[src/cas_fsk_modulator.sv]
// Each bit lasts four half_period intervals; half_period must be at least 1
`timescale 1ns/1ps
`default_nettype none

module cas_fsk_modulator #(
	parameter int half_period = 8949
) (
	input  wire   CLK_VIDEO,
	input  wire   ioctl_isROMB,
	input  wire   bit_value,
	input  wire   bit_valid,
	output logic  bit_taken,
	input  wire   tape_select,
	input  wire   tape_adc,
	output logic  cas_out,
	output logic  cas_audio_in
);

	localparam int cnt_width = $clog2(half_period + 1);

	// Cycles inside one high-tone half
	logic [cnt_width-1:0] period_cnt;
	// Which of the four halves of the bit is playing
	logic [1:0] half_cnt;
	logic playing;
	// Bit being played
	logic cur_bit;
	logic half_end;
	logic bit_end;

	assign half_end = (period_cnt == cnt_width'(half_period - 1));
	// Idle counts as a boundary so a new bit starts at once
	assign bit_end = !playing || (half_end && (half_cnt == 2'd3));
	assign bit_taken = bit_end && bit_valid;

	// Cassette input selection
	assign cas_audio_in = tape_select ? tape_adc : cas_out;

	//////////////////////////////////////////////////////////////////////
	// Tone generator
	//////////////////////////////////////////////////////////////////////

	always_ff @(posedge CLK_VIDEO or posedge ioctl_isROMB) begin
		if (ioctl_isROMB) begin
			period_cnt <= '0;
			half_cnt <= 2'd0;
			playing <= 1'b0;
			cur_bit <= 1'b0;
			cas_out <= 1'b0;
		end else if (bit_end) begin
			if (bit_valid) begin
				// Start of a bit always flips the line
				cur_bit <= bit_value;
				cas_out <= !cas_out;
				period_cnt <= '0;
				half_cnt <= 2'd0;
				playing <= 1'b1;
			end else begin
				// Starved, hold the level
				playing <= 1'b0;
			end
		end else if (half_end) begin
			period_cnt <= '0;
			half_cnt <= half_cnt + 2'd1;
			// High tone flips every half, low tone only at the middle
			if (cur_bit || (half_cnt == 2'd1)) begin
				cas_out <= !cas_out;
			end
		end else begin
			period_cnt <= period_cnt + 1'b1;
		end
	end

endmodule

`default_nettype wire

[config.mk]
export PLATFORM = sky130hd
export DESIGN_NAME = cas_fsk_modulator
export DESIGN_NICKNAME = d
export VERILOG_FILES = /design/src/cas_fsk_modulator.sv
export SDC_FILE = /design/constraint.sdc
export NUM_CORES = 1
export LEC_CHECK = 0
export ABC_CLOCK_PERIOD_IN_PS = 5100
export BUFFER_PORTS_ARGS = -buffer_cell sky130_fd_sc_hd__buf_2
export CAP_MARGIN = 20
export CELL_PAD_IN_SITES_DETAIL_PLACEMENT = 0
export CELL_PAD_IN_SITES_GLOBAL_PLACEMENT = 2
export CORE_ASPECT_RATIO = 0.7
export CORE_UTILIZATION = 40
export DETAILED_ROUTE_END_ITERATION = 10
export PLACE_DENSITY = 0.8
export SLEW_MARGIN = 15
export SYNTH_ARGS = -nofsm -noshare
export SYNTH_HDL_FRONTEND = slang
export SYNTH_SLANG_ARGS = --single-unit
export TNS_END_PERCENT = 10
[constraint.sdc]
create_clock -name CLK_VIDEO -period 5.1 [get_ports CLK_VIDEO]
set_clock_uncertainty 0.2 [all_clocks]
set_input_delay 1.02 -clock CLK_VIDEO [delete_from_list [all_inputs] [get_ports CLK_VIDEO]]
set_output_delay 1.02 -clock CLK_VIDEO [all_outputs]
set_load 0.05 [all_outputs]
Word level (Yosys, flattened, before mapping)
Index checks and enable logic that the tools add are counted.
{ "word_totals": {"output_inout_bits": 3, "in_bits": 6, "regBits": 19} }
{ "classes": {"eq_ne": 4, "n_addsub": 2, "n_reduce_logical": 11, "n_mux": 12} }
{ "ops": {"columns": ["cell", "n"], "rows": [
  ["$mux W14", 3],
  ["$add A14 B1 Y14 const B", 1],
  ["$eq A14 B14 Y1 const B", 1],
  ["$mux W1", 6],
  ["$mux W2", 3],
  ["$reduce_and A2 Y1", 2],
  ["$reduce_bool A2 Y1", 2],
  ["$reduce_and A3 Y1", 1],
  ["$add A2 B1 Y2 const B", 1],
  ["$eq A2 B1 Y1 const B", 1],
  ["$eq A2 B2 Y1 const B", 1],
  ["$logic_and A1 B1 Y1", 2],
  ["$logic_not A1 Y1", 2],
  ["$logic_or A1 B1 Y1", 2],
  ["$ne A2 B2 Y1 const B", 1]
]} }

Longest topological paths before layout
{ "depth": {"depth_word": 5, "ltp_mapped": 7} }

Worst setup path after synthesis
Ideal clock, no wire load.
{ "synth_path": {"path_kind": "reg2out", "start": "reg period_cnt[0]", "end": "out bit_taken", "t_required_ps": 3880, "n_path_buf": 0, "slack_ps": 2303, "stages_incl_launch_ff": 6, "arrival_time_ps": 1577, "path_cell_list": "dfrtp_1 > inv_1 > ha_1 > nand4bb_4 > o41ai_1 > and2_2"} }
{ "synth_between": {"elab_chain_len": 4} }
{ "synth_lines": {"columns": ["item", "line_no", "rtl"], "rows": [
  ["start: declaration", "22", "logic [cnt_width-1:0] period_cnt;"],
  ["start signal: assignment", "70", "period_cnt <= period_cnt + 1'b1;"],
  ["$eq A14 B14 Y1", "31", "assign half_end = (period_cnt == cnt_width'(half_period - 1));"],
  ["$logic_and A1 B1 Y1", "33", "assign bit_end = !playing || (half_end && (half_cnt == 2'd3));"],
  ["$logic_or A1 B1 Y1", "33", null],
  ["$logic_and A1 B1 Y1", "34", "assign bit_taken = bit_end && bit_valid;"],
  ["end: declaration", "12", "output logic bit_taken,"]
]} }
Every way passes these cells.

Worst setup path in the final report
Ends and elaborated chain as after synthesis.

==> run metrics <==
status completed; Hold Crit Depth 1; fin crit share 0.644; CTS root buffer clkbuf_8; CP max FO 6; final wirelength 2640 um; DR vias 928; crit path capture type output pin; post-CTS setup buffers 0; Register-to-Register Path Depth 6; Power, Total 483 uW; core area 2820 um^2; FF/Latch Area 475 um^2; R2R setup slack 2.83 ns; YS warnings 0; Post-synth EDFFs 0; startpoint types flop; top-count cell post-synth dfrtp_1; full die area 3220 um^2; Sequential Power Share 0.505; Slew Viols, Final 0; setup tns final 0 ns; num ports 9; Mapped Nets 132; initial drt markers 58; die height 47.8 um; CTS tree yes; Hold Path Class reg -> reg; DR DRC count 0; area leader, netlist dfrtp_1; antenna viol nets, final 0; max_cap viols 0; area grow syn2layout 8.67%; Final HPWL DP 1990 um; mean routed wirelength per cell 16.0 um; sw frac 0.373; post-synthesis sequential area ratio 0.397; Commonest cells post-synth 19 x dfrtp_1, 10 x inv_1, 10 x o21ai_0; Final min period 3.29 ns; number of inserted diodes 0; port bufs 8; min-delay src cur_bit$_DFFE_PP0P_; footprint of the multi-input gates 658 um^2; Max Freq 304 MHz; Initial Utilization 0.424; top cells by area, synth dfrtp_1 40%, nand4bb_4 4.6%, ha_1 4.2%; worst setup margin 1.81 ns; number of global-route vias before repair 847; H-Tree Depth 1; Setup crit start period_cnt[0]$_DFFE_PP0P_; hold endpoint cur_bit$_DFFE_PP0P_; setup violators final 0; worst slack, placed 2.09 ns; gpl congestion 0.783; Setup Crit Path Kind reg -> out; reg2reg end period_cnt[11]$_DFFE_PP0P_; RSZ-0062 raised after global routing no; Reg clk slew, reported paths 0.07 ns; Vias/cell 5.62; synthesized area 1200 um^2; worst-case clock buffer depth 2; cts hold-fix bufs 0; Pleak 0.000572 uW; Power Dens Cells 371 nW/um^2; Cells after Synth 122; Num CTS Buffers 3; Int Pwr 303 uW; largest net degree at the start of global routing 20; Distinct cells, synth 39; first-pass GRT wire length 4490 um; Hold Vio Cnt, Final 0; Avg Cell Area, Syn 9.81 um^2; post-synth top area share 0.397; Core Rows 16; Comb pwr share 0.276; clk_lat worst skew 0.25 ns; nets 140; part of the power in the clock network 0.219; initial antenna violation count 0; all-layer global routing usage 0.202; worst r2r src period_cnt[0]$_DFFE_PP0P_; Yosys reg bits 19; CP arrival 2.07 ns; slowest stage cell, crit path o41ai_1; CP Cell Sequence inv_1 -> ha_1 -> nand4bb_4 -> o41ai_1 -> and2_2 -> buf_2; tightest hold margin 0.294 ns; Slowest Stage Delay on Critical Path 0.45 ns; layout cells sized above 1 0.178; top_reg_cell synth dfrtp_1; filler cell count 267; Die Wd 67.4 um; maximum VDD drop 0.138 mV; DR pass1 iterations 4; P_sw 180 uW; Rel. slew slack 0.512; Worst Tran Pin Value 0.732 ns; Req. time, crit path 3.88 ns; clk sinks 19; total grt overflow 0; ys async rst share 1.00; Post-CTS Resized 0
## worst max path at each step
stage	end	slack (ns)
finish	bit_taken	1.81
global route	bit_taken	1.63
CTS	bit_taken	1.80
detailed placement	bit_taken	2.09
global placement	bit_taken	2.13
floorplan	bit_taken	2.30
## area by class of cell
cell class / instances / share of cell area
clock buffers: 4 / 0.0346
flip-flops and latches: 19 / 0.365
well taps: 36 / 0.0346
inverters: 10 / 0.0288
multi-input cells: 88 / 0.506
repair buffers: 8 / 0.0308
## critical path, delay by kind of cell, from the launching register on
kind                       cells  cell delay, ns
and+or+nand+nor                2            0.37
buffers and inverters          2            0.34
adders and majority gates      1            0.21
AOI/OAI and AO/OA              1            0.45
DFF                            1            0.44
## logic make-up (layout without fill, tap and decap cells)
logic type	Yosys count	after routing	synth area share
xor+xnor	3	3	0.0219
flops	19	19	0.397
mux	3	3	0.0272
fa+ha+maj	4	4	0.0418
buf+inv	15	22	0.0533
compound gates	34	34	0.207
simple gates	44	44	0.252
## sequential cells by signal, indices dropped and copies added, names as in the netlist
signal,count
period_cnt,14
half_cnt,2
cas_out,1
cur_bit,1
playing,1
## layer usage
metal / GRT usage / up-vias / routed length (um)
met5: 0 / - / 0
met4: 0.0383 / 0 / 27
met3: 0.0571 / 5 / 120
met2: 0.286 / 20 / 1070
met1: 0.305 / 439 / 1410
li1: - / 464 / -
## power groups by stage
stage	combinational, uW	sequential [uW]	clock (uW)
finish	134	244	106
global route	151	252	117
CTS	135	243	109
detailed placement	135	245	0
global placement	132	243	0
floorplan	131	220	0
## layout by cell type (no fill, tap or decap), types with 2 or more instances in the layout
cell type,n
nor3_1,3
a31oi_1,3
and3_1,2
a21oi_1,4
nand2b_1,2
o21ai_0,10
xnor2_1,3
ha_1,4
and4bb_2,2
nand3_1,4
a22o_1,3
clkbuf_8,3
o22ai_1,2
and4_1,2
buf_2,8
nor2_1,7
a41oi_2,2
nand4bb_4,2
dfrtp_1,19
inv_1,10
nor4_1,6
o21ai_1,5
nand2_1,7
## stage by stage
stage / instances / util / cell area, um^2
floorplan: 122 / - / 1200
global placement: 161 / 0.445 / 1260
detailed placement: 161 / 0.445 / 1260
CTS: 165 / 0.461 / 1300
global route: 165 / 0.461 / 1300
finish: 165 / 0.461 / 1300
(Power assumes the default switching activity.)
