==> src/cas_pkg.sv <==
// Shared tape constants; the cassette index lives in the low six bits of the ioctl index only
`default_nettype none

package cas_pkg;

	//////////////////////////////////////////////////////////////////////
	// Download decoding
	//////////////////////////////////////////////////////////////////////

	// ioctl index of a CAS image
	// Upper two index bits carry no meaning here
	localparam logic [5:0] cas_index = 6'd4;

	//////////////////////////////////////////////////////////////////////
	// Buffer memory
	//////////////////////////////////////////////////////////////////////

	// Cycles the buffer stays busy after it accepts an access
	localparam int buffer_latency = 3;

	//////////////////////////////////////////////////////////////////////
	// Cassette framing
	//////////////////////////////////////////////////////////////////////

	// Ones sent after each rewind, ahead of the first byte
	localparam int leader_bits = 16;

	// Trailing ones after every byte
	localparam int stop_bits = 2;

	// Start bit, eight data bits, then the stop bits
	localparam int frame_bits = 1 + 8 + stop_bits;

endpackage

`default_nettype wire
==> src/cas_loader.sv <==
// Host must hold off ioctl_wr while ioctl_wait is high; addresses past addr_width bits wrap
`timescale 1ns/1ps
`default_nettype none

module cas_loader import cas_pkg::*; #(
	parameter int addr_width = 12
) (
	input  wire                    CLK_VIDEO,
	input  wire                    ioctl_isROMB,
	input  wire                    ioctl_download,
	input  wire [7:0]              ioctl_index,
	input  wire                    ioctl_wr,
	input  wire [addr_width-1:0]   ioctl_addr,
	input  wire [7:0]              ioctl_dout,
	output logic                   ioctl_wait,
	input  wire                    ready,
	output logic                   wr_en,
	output logic [addr_width-1:0]  wr_addr,
	output logic [7:0]             wr_data,
	output logic                   tape_loading,
	output logic [addr_width:0]    image_length,
	output logic                   load_done
);

	// Download of a CAS image in progress
	logic is_tape;
	// Same, one cycle late, for edge detection
	logic tape_q;
	// Length implied by the current write address
	logic [addr_width:0] next_length;

	assign is_tape = ioctl_download && (ioctl_index[5:0] == cas_index);
	assign tape_loading = is_tape;

	// Stall the host while the buffer digests the last byte
	assign ioctl_wait = is_tape && !ready;

	// Writes go straight to the buffer, dropped when it is busy
	assign wr_en = is_tape && ioctl_wr && ready;
	assign wr_addr = ioctl_addr;
	assign wr_data = ioctl_dout;

	assign next_length = {1'b0, ioctl_addr} + 1'b1;

	//////////////////////////////////////////////////////////////////////
	// Length tracking and end of download
	//////////////////////////////////////////////////////////////////////

	always_ff @(posedge CLK_VIDEO or posedge ioctl_isROMB) begin
		if (ioctl_isROMB) begin
			tape_q <= 1'b0;
			load_done <= 1'b0;
			image_length <= '0;
		end else begin
			tape_q <= is_tape;
			// Falling edge of a tape download
			load_done <= tape_q && !is_tape;
			if (wr_en && (!tape_q || (next_length > image_length))) begin
				// Highest address so far, or first byte of a new image
				image_length <= next_length;
			end else if (is_tape && !tape_q) begin
				// New image starts empty
				image_length <= '0;
			end
		end
	end

endmodule

`default_nettype wire

==> config.mk <==
export PLATFORM = sky130hd
export DESIGN_NAME = cas_loader
export DESIGN_NICKNAME = d
export VERILOG_FILES = /design/src/cas_pkg.sv /design/src/cas_loader.sv
export SDC_FILE = /design/constraint.sdc
export NUM_CORES = 1
export LEC_CHECK = 0
export BUFFER_PORTS_ARGS = -buffer_cell sky130_fd_sc_hd__buf_2
export CAP_MARGIN = 20
export CORE_MARGIN = 2
export CORE_UTILIZATION = 49
export CTS_CLUSTER_SIZE = 14
export DETAILED_ROUTE_END_ITERATION = 10
export GPL_TIMING_DRIVEN = 0
export PLACE_DENSITY = 0.9
export SKIP_CTS_REPAIR_TIMING = 1
export SYNTH_ARGS = -nofsm -noshare
export SYNTH_HDL_FRONTEND = slang
export SYNTH_SLANG_ARGS = --single-unit
==> constraint.sdc <==
create_clock -name CLK_VIDEO -period 4.45 [get_ports CLK_VIDEO]
set_input_delay 0.445 -clock CLK_VIDEO [delete_from_list [all_inputs] [get_ports CLK_VIDEO]]
set_output_delay 0.445 -clock CLK_VIDEO [all_outputs]
set_load 0.05 [all_outputs]
-- Yosys cells after proc, flatten, opt, wreduce, memory -nomap -nowiden
Index checks and enable logic that the tools add are counted.
- flip-flop bits (word level): 15
- bits in latches: 0
- bits in writable memories: 0
- bits in read-only memories: 0
- bits of input ports: 33
- output and inout bits: 37
- logic and storage cells: 20
- memories: 0
- add/sub/neg operators: 1
- multipliers: 0
- divide/modulo/power cells: 0
- $lt $le $gt $ge: 1
- equal/unequal tests: 1
- shift-type cells: 0
- mux-type cells: 2
- bitwise gates (word level): 0
- reductions and logical operators: 12
- operators with widths (operator ; count):
    $mux 13 ; 2
    $add 12x1->13 const B ; 1
    $gt 13x13->1 ; 1
    $logic_and 1x1->1 ; 7
    $eq 6x3->1 const B ; 1
    $logic_not 1->1 ; 3
    $reduce_bool 2->1 ; 1
    $logic_or 1x1->1 ; 1

-- Longest topological paths before layout
- word-level depth: 6
- depth in mapped cells: 13
- depth with buffers taken out: 11

-- Worst setup path before layout
Ideal clock, no wire load.
- kind: input port to flip-flop
- start: in ioctl_addr[0]
- end: reg image_length[10]
- setup time: 0.125 ns
- arrival: 2.702 ns
- data required time: 4.325 ns
- path slack: 1.623 ns
- cell stages on the path: 13
- cell sequence: ha_1 nand3_1 nor2_1 nand4_1 xnor2_1 ha_1 a21oi_1 o2111ai_1 a221oi_4 and3b_1 buf_6 buf_8 mux2_4
- cells in the longest elaborated chain, start to end: 5
- elaborated cells on any way between the ends: 6
- those cells by class: add/sub: 1; order compare: 1; mux: 1; reduce/logical: 3
- RTL lines (item ; RTL line ; text):
    start: declaration ; cas_loader.sv:13 ; input wire [addr_width-1:0] ioctl_addr,
    $add 12x1->13 (*) ; cas_loader.sv:43 ; assign next_length = {1'b0, ioctl_addr} + 1'b1;
    $gt 13x13->1 ; cas_loader.sv:58 ; if (wr_en && (!tape_q || (next_length > image_length))) begin
    $logic_or 1x1->1 ; cas_loader.sv:58 ;
    $logic_and 1x1->1 ; cas_loader.sv:58 ;
    $mux 13 or $reduce_bool 2->1 (tied branches) ; n/a ;
    end signal: assignment ; cas_loader.sv:60 ; image_length <= next_length;
    end: declaration ; cas_loader.sv:21 ; output logic [addr_width:0] image_length,
Mark *: on every way between the ends. The rest lies on a longest branch, timed or not.
A chain may end at the register's enable or synchronous reset.

-- Worst setup path in the final report
Same ends and word-level chain as after synthesis.

==> summary.txt <==
CTS
  • CTS tree: built
  • Number of clock sinks: 15
  • # H-tree levels: 1
  • CTS buffer count: 3
  • Clk pin slew, worst setup/hold paths: 0.09 ns
  • Clock Root Buffer: clkbuf_4
  • Clock Latency Late Sink: 0.29 ns
  • Max Root-Sink Buffers: 2

Layout
  • Multi-input gate area: 777 sq um
  • Diodes inserted: 0
  • Fraction of layout cells with a size suffix above 1: a little under half
  • Nets: 263
  • Sequential Area: ~380 sq um
  • Fillers: 233
  • Layout overhead on the synthesized area: 25.7%

Pwr
  • Power Dens Cells: ~210 mW/mm^2
  • Pwr Total: 0.372 mW
  • Clock group share of total power: 21.4%
  • Internal Pwr Total: 0.227 mW
  • Sw Pwr: 0.145 mW
  • Seq pwr share: 39.1%
  • Combinational cell fraction of total power: 39.5%
  • VDD IR-drop max: 0.000213 V
  • Sw frac: roughly 39%
  • Leakage: 0.927 nW

STA
  • Total Neg Setup Slack: 0 ns
  • Crit path time final: 3.08 ns
  • Rel. slew slack: 60.1%
  • Slew Limit Fails: 0
  • Clock skew: about 0.0023 ns
  • Worst slew pin tran: 0.599 ns
  • RSZ-0062 raised after global routing: false
  • Final hold vios: 0
  • PnR worst setup slack: 1.37 ns
  • Crit share post-route: 69.2%
  • Peak Freq: 325 MHz
  • Final setup fails: 0

Placed design
  • Dpl ws: 1.08 ns
  • HPWL after DPL: 2520 um
  • Port bufs: between 50 and 60
  • GPL Wtd Cong: 0.804

Logic synthesis
  • YS warnings: 0
  • Seq/Total Area, Yosys: around a quarter
  • Distinct cells, synth: 34
  • Cell taking the most area after synthesis: dfrtp_1
  • Async SR Flop Fraction: 100%
  • Top-count cell post-synth: buf_4
  • Cell area after synthesis: 0.00140 sq mm
  • Syn avg cell area: slightly above 9 sq um
  • Post-synth net total: 199
  • Post-Syn Instances: 152
  • Top cells by area, synth: dfrtp_1, ha_1, buf_4
  • Top_reg_cell synth: dfrtp_1
  • Post-synth EDFFs: 0
  • Post-synth top cells: buf_4, inv_1, nand2_1
  • Yosys reg bits: 15
  • Synth top area share: roughly a quarter

Setup path
  • CP startpoint kind: input pin
  • Max FO, Critical Path: 10
  • Worst Path Class, Setup: input pin to flip-flop
  • CP required: about 4.6 ns
  • CP endpoint kind: flip-flop
  • Arrival time at the worst endpoint: between 3 and 4 ns

GRT
  • Largest net degree at the start of global routing: 16
  • Overall global routing resource usage: 17.9%
  • Overflow after GRT: 0
  • Antenna violations before repair: 0
  • Number of global-route vias before repair: ~1200
  • First-pass GRT wire length: 4690 um

Die
  • DIE HEIGHT: 57.5 um
  • Ports: 70
  • Initial Util: between 50% and 60%
  • Die width: 57.5 um
  • Die area: 0.00331 sq mm
  • Core Region: 0.00273 sq mm
  • Site Rows: 19

Drt
  • Drt drc: 0
  • Number of detailed-route iterations in the first pass: 4
  • Post-Route WL: 2950 um
  • DR vias: roughly 1200
  • Met3 routed WL: between 150 and 200 um
  • Final ANT Viol Nets: 0
  • Top routing layer in use: met4
  • Post-Route M1 WL: 1180 um
  • Wirelength per Cell: 12.0 um
  • Via/cell ratio: roughly 5
  • Initial DRC Count: 27
  • DR WL met2: 1570 um

Status
  • Status: finished, final reports clean

Run
  • Maxcap violations: 0

Worst hold path
  • Hold/Removal Path Class: input pin to async pin
## cell families (layout without fill, tap and decap cells)
logic type | Yosys count | after routing | synth area share, %
fa+ha+maj | 14 | 14 | 12.5
buf+inv | 41 | 104 | 17.9
simple gates | 50 | 50 | 20.1
compound gates | 12 | 12 | 7.31
flops | 15 | 15 | 26.7
xor+xnor | 10 | 10 | 6.24
mux | 10 | 10 | 9.18
## registers in the layout, indices dropped and copies added, names as in the netlist
register,count
load_done,1
tape_q,1
image_length,13
## worst max-delay path: stages
cell	delay (ns)
buf_2	0.15
ha_1	0.20
nand3_1	0.17
nor2_1	0.21
nand4_1	0.13
xnor2_1	0.24
ha_1	0.29
a21oi_1	0.15
o2111ai_1	0.18
a221oi_4	0.27
and3b_1	0.23
buf_6	0.13
buf_8	0.14
mux2_4	0.30
## power groups by stage
stage                     combinational [mW]  clock, mW  sequential [mW]
after floorplan                       0.0923          0            0.165
after global placement                 0.145          0            0.148
after detailed placement               0.148          0            0.148
after CTS                              0.148     0.0805            0.145
after global routing                   0.159     0.0888            0.146
final                                  0.147     0.0795            0.145
## through the flow
step / cell area [sq um] / std cells / hold slack [ns] / utilization, %
2_1_floorplan: 1400 / 152 / 0.346 / -
3_3_place_gp: 1740 / 242 / 0.530 / 63.6
3_5_place_dp: 1740 / 242 / 0.540 / 63.6
4_1_cts: 1760 / 246 / 0.233 / 64.5
5_1_grt: 1760 / 246 / 0.253 / 64.5
6_report: 1760 / 246 / 0.208 / 64.5
## layout make-up
| type | instances | share of cell area (%) |
|---|---|---|
| Clock buffer | 4 | 1.49 |
| Inverter | 17 | 3.62 |
| Tap cell | 31 | 2.20 |
| Timing Repair Buffer | 59 | 16.7 |
| Multi-Input combinational cell | 96 | 44.0 |
| Buffer | 24 | 10.6 |
| Sequential cell | 15 | 21.3 |
## per-layer routing
metal / GRT usage [%] / vias up
li1: - / 611
met1: 20.5 / 572
met2: 34.1 / 42
met3: 5.22 / 2
met4: 0.997 / 0
met5: 0 / -
## path summary, 6_finish.rpt
path                                      start          endpoint  slack (ns)  cells past startpoint
worst max-delay path              ioctl_addr[0]  image_length[10]        1.37                     14
worst min-delay path               ioctl_isROMB   image_length[0]        0.21                      2
worst max register to register  image_length[4]  image_length[10]        2.12                      9
worst min register to register  image_length[1]   image_length[1]        0.57                      2
max in group asynchronous          ioctl_isROMB   image_length[7]        3.85                      2
min in group CLK_VIDEO           ioctl_index[3]            tape_q        0.35                      2
## cell usage in the layout, fill, tap and decap left out, types with 5 or more instances in the layout
| cell type | instances |
|---|---|
| buf_2 | 59 |
| buf_4 | 21 |
| inv_1 | 17 |
| nand2_1 | 16 |
| dfrtp_1 | 15 |
| ha_1 | 14 |
| and2_1 | 8 |
| xnor2_1 | 7 |
| nand3_1 | 6 |
| nor2_1 | 5 |
| mux2_4 | 5 |
(Power assumes the default switching activity.)
