### config.mk
export PLATFORM = sky130hd
export DESIGN_NAME = cas_player
export DESIGN_NICKNAME = d
export VERILOG_FILES = /design/src/cas_pkg.sv /design/src/cas_player.sv
export SDC_FILE = /design/constraint.sdc
export NUM_CORES = 1
export LEC_CHECK = 0
export BUFFER_PORTS_ARGS = -buffer_cell sky130_fd_sc_hd__buf_2
export CORE_MARGIN = 2
export CORE_UTILIZATION = 30
export DETAILED_ROUTE_END_ITERATION = 8
export PLACE_DENSITY_LB_ADDON = 0.25
export SYNTH_ARGS = -nofsm -noshare
export SYNTH_HDL_FRONTEND = slang
export SYNTH_SLANG_ARGS = --single-unit
### constraint.sdc
create_clock -name CLK_VIDEO -period 5.7 [get_ports CLK_VIDEO]
set_input_delay 0.57 -clock CLK_VIDEO [delete_from_list [all_inputs] [get_ports CLK_VIDEO]]
set_output_delay 0.57 -clock CLK_VIDEO [all_outputs]
set_load 0.03 [all_outputs]
### src/cas_pkg.sv
// Shared tape constants; the cassette index lives in the low six bits of the ioctl index only
`default_nettype none

package cas_pkg;

	//////////////////////////////////////////////////////////////////////
	// Download decoding
	//////////////////////////////////////////////////////////////////////

	// ioctl index of a CAS image
	// Upper two index bits carry no meaning here
	localparam logic [5:0] cas_index = 6'd4;

	//////////////////////////////////////////////////////////////////////
	// Buffer memory
	//////////////////////////////////////////////////////////////////////

	// Cycles the buffer stays busy after it accepts an access
	localparam int buffer_latency = 3;

	//////////////////////////////////////////////////////////////////////
	// Cassette framing
	//////////////////////////////////////////////////////////////////////

	// Ones sent after each rewind, ahead of the first byte
	localparam int leader_bits = 16;

	// Trailing ones after every byte
	localparam int stop_bits = 2;

	// Start bit, eight data bits, then the stop bits
	localparam int frame_bits = 1 + 8 + stop_bits;

endpackage

`default_nettype wire
### src/cas_player.sv
// Plays bytes 0 to image_length-1 once per rewind; no reads are issued during a tape download
`timescale 1ns/1ps
`default_nettype none

module cas_player import cas_pkg::*; #(
	parameter int addr_width = 12
) (
	input  wire                    CLK_VIDEO,
	input  wire                    ioctl_isROMB,
	input  wire                    motor,
	input  wire                    rewind,
	input  wire                    tape_loading,
	input  wire [addr_width:0]     image_length,
	input  wire                    load_done,
	input  wire                    ready,
	output logic                   rd_en,
	output logic [addr_width-1:0]  rd_addr,
	input  wire [7:0]              rd_data,
	output logic                   bit_value,
	output logic                   bit_valid,
	input  wire                    bit_taken,
	output logic                   tape_end
);

	// FSM phases
	localparam logic [1:0] st_leader = 2'd0;
	localparam logic [1:0] st_fetch  = 2'd1;
	localparam logic [1:0] st_frame  = 2'd2;
	localparam logic [1:0] st_end    = 2'd3;

	localparam int lead_width = $clog2(leader_bits + 1);
	localparam int pos_width = $clog2(frame_bits + 1);

	logic [1:0] state;
	logic [lead_width-1:0] leader_cnt;
	// Bit position inside the frame, 0 is the start bit
	logic [pos_width-1:0] frame_pos;
	logic [2:0] data_idx;
	// Byte now being framed, and next byte to request
	logic [addr_width:0] byte_cnt;
	logic [addr_width:0] fetch_cnt;
	// Prefetch stage
	logic fetch_busy;
	logic next_full;
	logic [7:0] next_byte;
	logic [7:0] cur_byte;
	logic at_end;
	logic restart;
	logic offer_ok;

	assign at_end = (byte_cnt >= image_length);
	assign restart = rewind || load_done;
	// Bits flow only with motor on, no download and tape left
	assign offer_ok = motor && !tape_loading && !restart && !at_end;

	//////////////////////////////////////////////////////////////////////
	// Prefetch request
	//////////////////////////////////////////////////////////////////////

	assign rd_addr = fetch_cnt[addr_width-1:0];
	assign rd_en = !fetch_busy && !next_full && (fetch_cnt < image_length) && ready
		&& !tape_loading && !restart;

	//////////////////////////////////////////////////////////////////////
	// Bit offered to the modulator
	//////////////////////////////////////////////////////////////////////

	// Data bits start at position 1, LSB first
	assign data_idx = frame_pos[2:0] - 3'd1;

	always_comb begin
		bit_value = 1'b1;
		bit_valid = 1'b0;
		case (state)
			st_leader: begin
				bit_valid = offer_ok;
			end
			st_frame: begin
				bit_valid = offer_ok;
				if (frame_pos == '0) begin
					bit_value = 1'b0;
				end else if (frame_pos < pos_width'(frame_bits - stop_bits)) begin
					bit_value = cur_byte[data_idx];
				end
			end
			default: begin
				// Nothing to send
			end
		endcase
	end

	//////////////////////////////////////////////////////////////////////
	// Control FSM
	//////////////////////////////////////////////////////////////////////

	always_ff @(posedge CLK_VIDEO or posedge ioctl_isROMB) begin
		if (ioctl_isROMB) begin
			state <= st_leader;
			leader_cnt <= '0;
			frame_pos <= '0;
			byte_cnt <= '0;
			fetch_cnt <= '0;
			fetch_busy <= 1'b0;
			next_full <= 1'b0;
			tape_end <= 1'b0;
		end else begin
			tape_end <= at_end;
			if (restart) begin
				// Back to address zero, any read in flight is dropped
				state <= st_leader;
				leader_cnt <= '0;
				frame_pos <= '0;
				byte_cnt <= '0;
				fetch_cnt <= '0;
				fetch_busy <= 1'b0;
				next_full <= 1'b0;
			end else begin
				if (rd_en) begin
					fetch_busy <= 1'b1;
					fetch_cnt <= fetch_cnt + 1'b1;
				end else if (fetch_busy && ready) begin
					// Ready is back, read data is valid
					fetch_busy <= 1'b0;
					next_full <= 1'b1;
				end
				case (state)
					st_leader: begin
						if (bit_taken) begin
							leader_cnt <= leader_cnt + 1'b1;
							if (leader_cnt == lead_width'(leader_bits - 1)) begin
								state <= st_fetch;
							end
						end
					end
					st_fetch: begin
						// Wait for the prefetched byte
						if (at_end) begin
							state <= st_end;
						end else if (next_full) begin
							cur_byte <= next_byte;
							next_full <= 1'b0;
							frame_pos <= '0;
							state <= st_frame;
						end
					end
					st_frame: begin
						if (bit_taken) begin
							if (frame_pos == pos_width'(frame_bits - 1)) begin
								frame_pos <= '0;
								byte_cnt <= byte_cnt + 1'b1;
								state <= st_fetch;
							end else begin
								frame_pos <= frame_pos + 1'b1;
							end
						end
					end
					default: begin
						// Tape exhausted, only a rewind leaves here
					end
				endcase
			end
		end
	end

	// Prefetch payload
	always_ff @(posedge CLK_VIDEO) begin
		if (!restart && fetch_busy && ready) begin
			next_byte <= rd_data;
		end
	end

endmodule

`default_nettype wire

# Word level (Yosys, flattened, before mapping)
# Cells that the tools add are included.
# word_totals
ram_bits	0
latch_bits	0
romBits	0
regBits	56
input_bits	29
wordCells	104
output_inout_bits	16
n_memories	0
# classes
n_shift	0
n_lt_le_gt_ge	4
n_mul	0
eq_ne	11
n_reduce_logical	33
div_mod_pow	0
bitwise_logic	3
n_addsub	5
n_mux	38
# ops
cell	count
2-to-1 mux 13 bit	6
adder 13 x 1 -> 13 bit, second input constant	2
2-to-1 mux 4 bit	5
inequality test 3 bit, second input constant	6
2-to-1 mux 5 bit	3
2-to-1 mux 1 bit	14
2-to-1 mux 2 bit	7
greater-or-equal comparator 13 bit	1
less-than comparator 13 bit	1
logical AND 1 bit	11
nonzero test 2 bit	5
case mux 4 bit (2 select lines)	1
case mux 2 bit (3 select lines)	1
AND reduction 6 bit	1
nonzero test 3 bit	2
adder 5 x 1 -> 5 bit, second input constant	1
== test 5 x 4 -> 1 bit, second input constant	1
logical NOT 1 bit	5
AND reduction 5 bit	1
adder 4 x 1 -> 4 bit, second input constant	1
== test 4 bit, second input constant	1
logical NOT 4 bit	1
less-than comparator 3 x 4 -> 1 bit, second input constant	1
less-than comparator 4 bit, second input constant	1
13 further kinds	15

# Logic depth before layout (Yosys ltp)
# Gate-level depths: netlist of run 1.
# depth
word_depth	11
ltp_mapped	10
depth_no_buf	8

# Least setup slack after synthesis of run 1
# Ideal clock, no wire load.
# synth_timing
kind	in2out
startpoint	input port image_length[12]
endpoint	output port rd_en
cell_stages	8
setup_slack_ns	2.801
t_required_ns	5.130
n_path_buf	2
arrival_ns	2.329
cell_sequence	inv_1 > ha_1 > or4_4 > a221oi_2 > nand2_2 > buf_6 > buf_2 > nor2_1
# synth_between
elab_chain_len	5
# synth_lines
item	line	source
start, declared	cas_player.sv:13	input wire [addr_width:0] image_length,
less-than comparator 13 bit	cas_player.sv:61	assign rd_en = !fetch_busy && !next_full && (fetch_cnt < image_length) && ready
logical AND 1 bit (2 in series)	cas_player.sv:61	
logical AND 1 bit (2 in series)	cas_player.sv:62	&& !tape_loading && !restart;
end, declared	cas_player.sv:16	output logic rd_en,
# Every way passes these cells.

# Worst setup path in the final report of run 1
# layout_timing
startpoint	register fetch_cnt[7]
endpoint	output port rd_en
# layout_between
elab_chain_len	5
# layout_lines
item	line	source
start, declared	cas_player.sv:41	logic [addr_width:0] fetch_cnt;
start signal, assigned	cas_player.sv:120	fetch_cnt <= fetch_cnt + 1'b1;
less-than comparator 13 bit	cas_player.sv:61	
logical AND 1 bit (2 in series)	cas_player.sv:61	
logical AND 1 bit (2 in series)	cas_player.sv:62	
# Every way passes these cells.

==> qor.txt, run 1 <==
largest net degree at the start of global routing: 41
Crit Path Max Fanout: 22
Power Total: 0.000738 W
TNS Setup: 0 ns
Starting Density: 0.307
Reg2Reg Setup Slack: 3.14 ns
clock tree buffer depth: 2
Resized Gates After CTS: 0
drt first pass iters: 4
first-pass GRT wire length: 12.0 mm
Root Driver: clkbuf_8
critical path required time: 5.13 ns
Post-CTS Setup Bufs: 0
die width: 109 um
worst-case vdd ir drop: 0.0000813 V
Yosys cell types: 51
CTS buffer count: 5
Seq/Total Area, Yosys: 0.445
# rows: 38
IO Port Bufs: 44
Synth area leader: dfrtp_1
Final Hold Vio Count: 0
Post-route DRC: 0
Setup Skew: 0.00683 ns
total track usage: 0.130
Crit. Startpoint: fetch_cnt[7]
final worst-path cycle share: 0.526
final setup violation count: 0
Mapped Area: 3330 um^2
Leakage: 1.69 nW
most frequent cell after synthesis: dfrtp_1
syn_nets: 396
YS warnings: 0
number of enable flip-flop cells after synthesis: 16
via count: 2529
routed length per instance: 14.3 um
Nets: 431
share of the synthesized area in the top cell type: 0.301
max frequency: 0.334 GHz
fin. max-slew vios: 0
top cells by count, synth: dfrtp_1 (40), ha_1 (33), nor2_1 (30)
CTS tree: done
Critical Path Source Type: register
worst reg-to-reg path cell count: 7
H-Tree Depth: 2
top post-synthesis cells by area: dfrtp_1 (30%), edfxtp_1 (14%), ha_1 (12%)
crit path DAT: 2.43 ns
status: completed
Max Cap Viol: 0
core area: 10800 um^2
vias in the first global route: 2360
Iteration-0 DRC Markers: 61
die area: 12000 um^2
Ports: 45
Final Core Density: 0.345
ys flop type: dfrtp_1
min Tclk post-route: 3.00 ns
clock insertion delay at the later pin of the skew report: 0.32 ns
Vias/cell: 4.96
Die Span Y: 109 um
Crit Reg-Reg Startpoint: byte_cnt[11]
ant diodes: 0
crit end category: primary output
Min-Delay Path Class: in2async
power per cell area: 197 nW/um^2
Hold Buf Count CTS: 0
worst slew pin tran: 0.780 ns
antenna-violating nets left: 0
CP endpoint: rd_en
grt total ovfl: 0
WS Path Type: reg2out
DP HPWL: 5.58 mm
Slew headroom: 0.475
clock-pin slew on the worst setup and hold paths: 0.11 ns
routed wire length: 7.30 mm
area growth from synthesis to layout: 12.1%
asr flop ratio synth: 0.714
FF+latch count, synth: 56
share of cells above drive strength 1: 0.168
initial antenna violation count: 0
cells after synthesis: 334
GP Congestion: 0.815
average size of a mapped cell: 9.97 um^2
CTS Sinks: 56
RSZ-0062 raised after global routing: false
RR Endpoint: frame_pos[0]
[sequential cells by signal, indices dropped and copies added (netlist names)]
| register | cells |
|---|---|
| byte_cnt | 13 |
| fetch_cnt | 13 |
| cur_byte | 8 |
| next_byte | 8 |
| leader_cnt | 5 |
| frame_pos | 4 |
| state | 2 |
| fetch_busy | 1 |
| next_full | 1 |
| tape_end | 1 |
[worst min path at each step]
stage	from	to	slack [ns]	cells after the start
floorplan	next_byte[0]	cur_byte[0]	0.40	0
global placement	next_byte[6]	cur_byte[6]	0.40	0
detailed placement	next_byte[6]	cur_byte[6]	0.41	0
CTS	rd_data[0]	next_byte[0]	0.40	1
global route	rd_data[0]	next_byte[0]	0.40	1
finish	ioctl_isROMB	byte_cnt[2]	0.39	3
[power breakdown]
| part | total, W | switching, W | internal (W) | leakage, nW |
|---|---|---|---|---|
| Combinational | 0.0000542 | 0.0000344 | 0.0000197 | 0.932 |
| Clock | 0.000267 | 0.000137 | 0.000130 | 0.0541 |
| Sequential | 0.000417 | 0.00000262 | 0.000414 | 0.701 |
[layer usage]
layer / wire length, um / share of wire / GRT usage
met1: 3600 / 0.49 / 0.181
met2: 3360 / 0.46 / 0.200
met4: 136 / 0.019 / 0.0506
met3: 208 / 0.028 / 0.0237
met5: 0 / 0 / 0
[worst max-delay path, cell delays in order (launching register included)]
cell,delay [ns]
dfrtp_1,0.46
ha_1,0.34
a21oi_1,0.15
o211ai_1,0.11
a221oi_2,0.36
nand2_2,0.31
nor2_1,0.16
buf_2,0.21
[metrics by stage]
step / instance area (um^2) / setup WS (ns) / std cells / hold WS, ns
after CTS: 3730 / 2.68 / 510 / 0.405
final: 3730 / 2.70 / 510 / 0.393
after floorplan: 3330 / 2.80 / 334 / 0.400
after global routing: 3730 / 2.50 / 510 / 0.403
after global placement: 3620 / 2.81 / 502 / 0.403
after detailed placement: 3620 / 2.78 / 502 / 0.405
[final cells by class]
| cell class | count | area [um^2] |
|---|---|---|
| flip-flops and latches | 56 | 1480 |
| clock buffers | 5 | 68.8 |
| repair buffers | 47 | 243 |
| fillers | 1118 | 7110 |
| multi-input cells | 237 | 1640 |
| clock inverters | 3 | 42.5 |
| inverters | 22 | 82.6 |
| well taps | 140 | 175 |
[logic make-up after synthesis]
logic type               after synthesis  share of synthesized area
XOR/XNOR                              16                     0.0421
buffers and inverters                 41                     0.0624
flip-flops                            56                      0.445
multiplexers                           5                     0.0229
AND/OR/NAND/NOR                      121                      0.183
adder cells (fa/ha/maj)               34                      0.127
AO/OA/AOI/OAI                         61                      0.118
[layout by cell type (no fill, tap or decap), types with 8 or more instances in the layout]
cell,n
edfxtp_1,16
buf_2,44
inv_1,22
o31ai_1,8
xor2_1,11
nor2_1,30
a21oi_1,21
nand4_1,8
ha_1,33
nand3_1,16
o21ai_0,12
nand2_1,25
dfrtp_1,40
Note: power is estimated with default switching activity, not from simulation.
==> run 2, diff against run 1 <==
clock period = 2.8 ns   (was 5.7 ns; I/O delays follow)
==> qor.txt, run 2 (synthesis gave the netlist of run 1 again) <==
H-Tree Depth: 2
CTS tree: done
cells along the critical path: ha_1 -> a21oi_1 -> o211ai_1 -> a221oi_2 -> nand2_4 -> nor2_1 -> buf_2
Nets: 435
Placed Cells: 505
die width: 109 um
Critical Path Slowest Stage Cell: dfrtp_1
Slew headroom: 0.580
worst slew pin tran: 0.628 ns
core area: 10800 um^2
Post-route DRC: 0
fin. max-slew vios: 0
placed instance area: 3650 um^2
WS Path Type: reg2out
first-pass GRT wire length: 12.9 mm
commonest non-fill, non-tap cells in the layout: buf_2 (44), dfrtp_1 (40), ha_1 (33)
die area: 12000 um^2
GP Congestion: 0.834
Leakage: 1.69 nW
initial antenna violation count: 0
max frequency: 0.377 GHz
Post-CTS Setup Bufs: 0
Finished Layout Cells: 514
clock-pin slew on the worst setup and hold paths: 0.11 ns
CP delay by family, top: compound AO/OA/AOI/OAI gates
power per cell area: 381 nW/um^2
WP buf/inv: 1
Die Span Y: 109 um
grt total ovfl: 0
Root Driver: clkbuf_8
DP Worst Slack: 0.281 ns
Crit Path Max Fanout: 22
# rows: 38
Final WS setup: 0.147 ns
share of cells above drive strength 1: 0.174
via count: 2584
RSZ-0062 raised after global routing: false
Min-Delay Path Class: in2reg
Vias/cell: 5.03
drt first pass iters: 4
DP HPWL: 5.75 mm
largest net degree at the start of global routing: 35
Iteration-0 DRC Markers: 106
Starting Density: 0.307
slowest stage delay, CP: 0.45 ns
TNS Setup: 0 ns
critical path required time: 2.52 ns
crit path DAT: 2.37 ns
area growth from synthesis to layout: 12.7%
final worst-path cycle share: 0.947
Final Hold Vio Count: 0
worst hold slack: 0.125 ns
IO Port Bufs: 44
status: completed
clock tree buffer depth: 2
CTS Sinks: 56
Max Cap Viol: 0
Setup Skew: 0.0107 ns
ant diodes: 0
final instance area: 3750 um^2
vias in the first global route: 2572
crit end category: primary output
most common library cell in the layout ignoring fill and taps: buf_2
final setup violation count: 0
routed wire length: 7.60 mm
Critical Path Source Type: register
total track usage: 0.140
largest registers: byte_cnt (13), fetch_cnt (13)
clock insertion delay at the later pin of the skew report: 0.33 ns
CTS buffer count: 5
worst-case vdd ir drop: 0.000163 V
Ports: 45
min Tclk post-route: 2.65 ns
antenna-violating nets left: 0
routed length per instance: 14.8 um
==> run 2: cell count changes in the layout (fill, tap and decap cells not counted) <==
| cell | before | now |
|---|---|---|
| o21ai_0 | 12 | 11 |
| nand2_2 | 1 | 0 |
| o21ai_1 | 0 | 1 |
| buf_4 | 3 | 6 |
| clkinvlp_4 | 1 | 2 |
| clkinv_4 | 0 | 1 |
| clkinv_2 | 1 | 0 |
| nand2_4 | 0 | 1 |
| bufinv_16 | 1 | 0 |
| dlygate4sd3_1 | 0 | 1 |
==> run 2: path summary, 6_finish.rpt <==
path / startpoint / endpoint / slack, ns / cells after the start
worst min-delay path: rd_data[3] / next_byte[3] / 0.13 / 1
min in group asynchronous: ioctl_isROMB / frame_pos[3] / 0.45 / 3
worst max-delay path: fetch_cnt[7] / rd_en / 0.15 / 7
worst max register to register: fetch_cnt[7] / fetch_cnt[11] / 0.35 / 7
worst min register to register: next_byte[5] / cur_byte[5] / 0.43 / 0
max in group asynchronous: ioctl_isROMB / leader_cnt[0] / 1.60 / 4
==> run 2: repair_timing <==
action | CTS | global route
hold buffers | 1 | 0
hold endpoints to repair | 6 | 0
setup endpoints to repair | 0 | 2
gates resized for setup | 0 | 2
==> run 2: where the power goes <==
part / internal (W) / switching, W
combinational: 0.0000414 / 0.0000727
clock: 0.000178 / 0.000291
sequential: 0.000843 / 0.00000522
==> run 2: final cells by class <==
type	count	area [um^2]
Clock buffer	5	68.8
Clock inverter	3	23.8
Fill cell	1131	7090
Inverter	22	82.6
Multi-Input combinational cell	237	1650
Sequential cell	56	1480
Tap cell	140	175
Timing Repair Buffer	51	275
==> run 2: per-layer routing <==
metal | GRT usage | up-vias | wire, um
met3 | 0.0255 | 17 | 210
met2 | 0.213 | 34 | 3480
met1 | 0.195 | 1258 | 3710
li1 | - | 1275 | -
met5 | 0 | - | 0
met4 | 0.0588 | 0 | 205
==> run 2: through the flow <==
stage	util	total power, W
after floorplan	-	0.000934
after global placement	0.336	0.000977
after detailed placement	0.336	0.000979
after CTS	0.346	0.00145
after global routing	0.346	0.00149
final	0.346	0.00143
==> run 3, diff against run 2 <==
GPL_TIMING_DRIVEN = 0   (was unset)
==> qor.txt, run 3 (synthesis gave the netlist of run 1 again) <==
worst slew pin tran: 0.851 ns
Finished Layout Cells: 530
# rows: 38
Max Cap Viol: 0
Min-Delay Path Class: in2reg
Ports: 45
Leakage: 1.76 nW
WP buf/inv: 2
core area: 10800 um^2
Final Core Density: 0.357
critical path required time: 2.52 ns
slowest stage delay, CP: 0.52 ns
first-pass GRT wire length: 12.9 mm
M2 GR Usage: 0.222
Hold Buf Count CTS: 0
initial antenna violation count: 0
final setup violation count: 0
fill count: 1121
fin. max-slew vios: 0
CTS buffer count: 5
routed length per instance: 14.4 um
max frequency: 0.380 GHz
Iteration-0 DRC Markers: 107
largest registers: byte_cnt (13), fetch_cnt (13)
routed wire length: 7.61 mm
Slew headroom: 0.432
Final Hold Vio Count: 0
Critical Path Slowest Stage Cell: dfrtp_1
worst-case vdd ir drop: 0.000166 V
hold path depth: 1
Setup Skew: 0.00698 ns
crit end category: primary output
CTS tree: done
WS Path Type: reg2out
grt met3 use: 0.0219
vias in the first global route: 2522
busiest metal layer after global routing: met2
Starting Density: 0.307
Placed Cells: 518
clock insertion delay at the later pin of the skew report: 0.31 ns
die width: 109 um
grt total ovfl: 0
cells along the critical path: inv_1 -> ha_1 -> mux4_2 -> maj3_1 -> o22ai_1 -> nand2_1 -> buf_2
commonest non-fill, non-tap cells in the layout: buf_2 (43), dfrtp_1 (39), ha_1 (33)
power per cell area: 362 nW/um^2
status: completed
drt first pass iters: 5
RSZ-0062 raised after global routing: true
area growth from synthesis to layout: 16.2%
die area: 12000 um^2
CTS Sinks: 56
most common library cell in the layout ignoring fill and taps: buf_2
Vias/cell: 4.90
DP HPWL: 5.74 mm
Root Driver: clkbuf_8
antenna-violating nets left: 0
final worst-path cycle share: 0.939
CP Depth: 7
ant diodes: 0
GP Congestion: 0.760
Nets: 451
H-Tree Depth: 2
via count: 2597
Post-route DRC: 0
min Tclk post-route: 2.63 ns
GR Util met1: 0.193
Die Span Y: 109 um
CP delay by family, top: adder cells
IO Port Bufs: 44
clock-pin slew on the worst setup and hold paths: 0.10 ns
Critical Path Source Type: register
Crit Path Max Fanout: 8
share of cells above drive strength 1: 0.203
largest net degree at the start of global routing: 41
worst reg-to-reg path cell count: 7
total track usage: 0.139
crit path DAT: 2.35 ns
clock tree buffer depth: 2
[run 3: changes by cell type in the layout (fill, tap and decap cells not counted), moves of 2 or more]
cell	previous run	this run
clkbuf_1	0	4
clkinv_2	0	2
buf_4	6	17
clkinvlp_4	2	0
[run 3: where the power goes]
group          total [W]  internal [W]  switching, W
Combinational   0.000121     0.0000450     0.0000761
Sequential      0.000848      0.000843    0.00000496
Clock           0.000434      0.000171      0.000263
Total            0.00140       0.00106      0.000344
[run 3: per-stage QoR]
step	setup slack, ns	setup TNS, ns	instance area (um^2)	power [W]	hold WS, ns
after global placement	-0.348	-2.78	3730	0.000981	0.404
after floorplan	0.317	0	3330	0.000934	0.379
after global routing	-0.0146	-0.0146	3870	0.00147	0.124
after CTS	0.00881	0	3830	0.00143	0.120
final	0.171	0	3870	0.00140	0.136
after detailed placement	0.0325	0	3730	0.000984	0.405
[run 3: timing repair]
| item | CTS | global route |
|---|---|---|
| pin swaps | 1 | 0 |
| setup buffers | 2 | 3 |
| endpoints found under the setup margin | 1 | 10 |
| resized for setup | 1 | 4 |
[run 3: layout make-up]
class | count | area (um^2) | share of cell area
Clock buffer | 5 | 68.8 | 0.0178
Timing Repair Buffer | 49 | 260 | 0.0672
Buffer | 18 | 120 | 0.0310
Clock inverter | 3 | 13.8 | 0.00356
Sequential cell | 56 | 1480 | 0.383
Tap cell | 140 | 175 | 0.0452
Inverter | 22 | 82.6 | 0.0213
Multi-Input combinational cell | 237 | 1670 | 0.431
[run 3: path summary, 6_finish.rpt]
check	from	end	slack (ns)
worst max-delay path	frame_pos[0]	bit_value	0.17
worst min-delay path	rd_data[6]	next_byte[6]	0.14
worst max register to register	byte_cnt[11]	frame_pos[0]	0.18
worst min register to register	next_byte[4]	cur_byte[4]	0.42
max in group asynchronous	ioctl_isROMB	fetch_cnt[9]	2.05
min in group asynchronous	ioctl_isROMB	frame_pos[3]	0.17
[run 3: layer usage]
layer	vias to the layer above	part of all wire
met5	-	0
met4	0	0.017
met3	9	0.028
met2	39	0.48
met1	1246	0.47
li1	1303	-
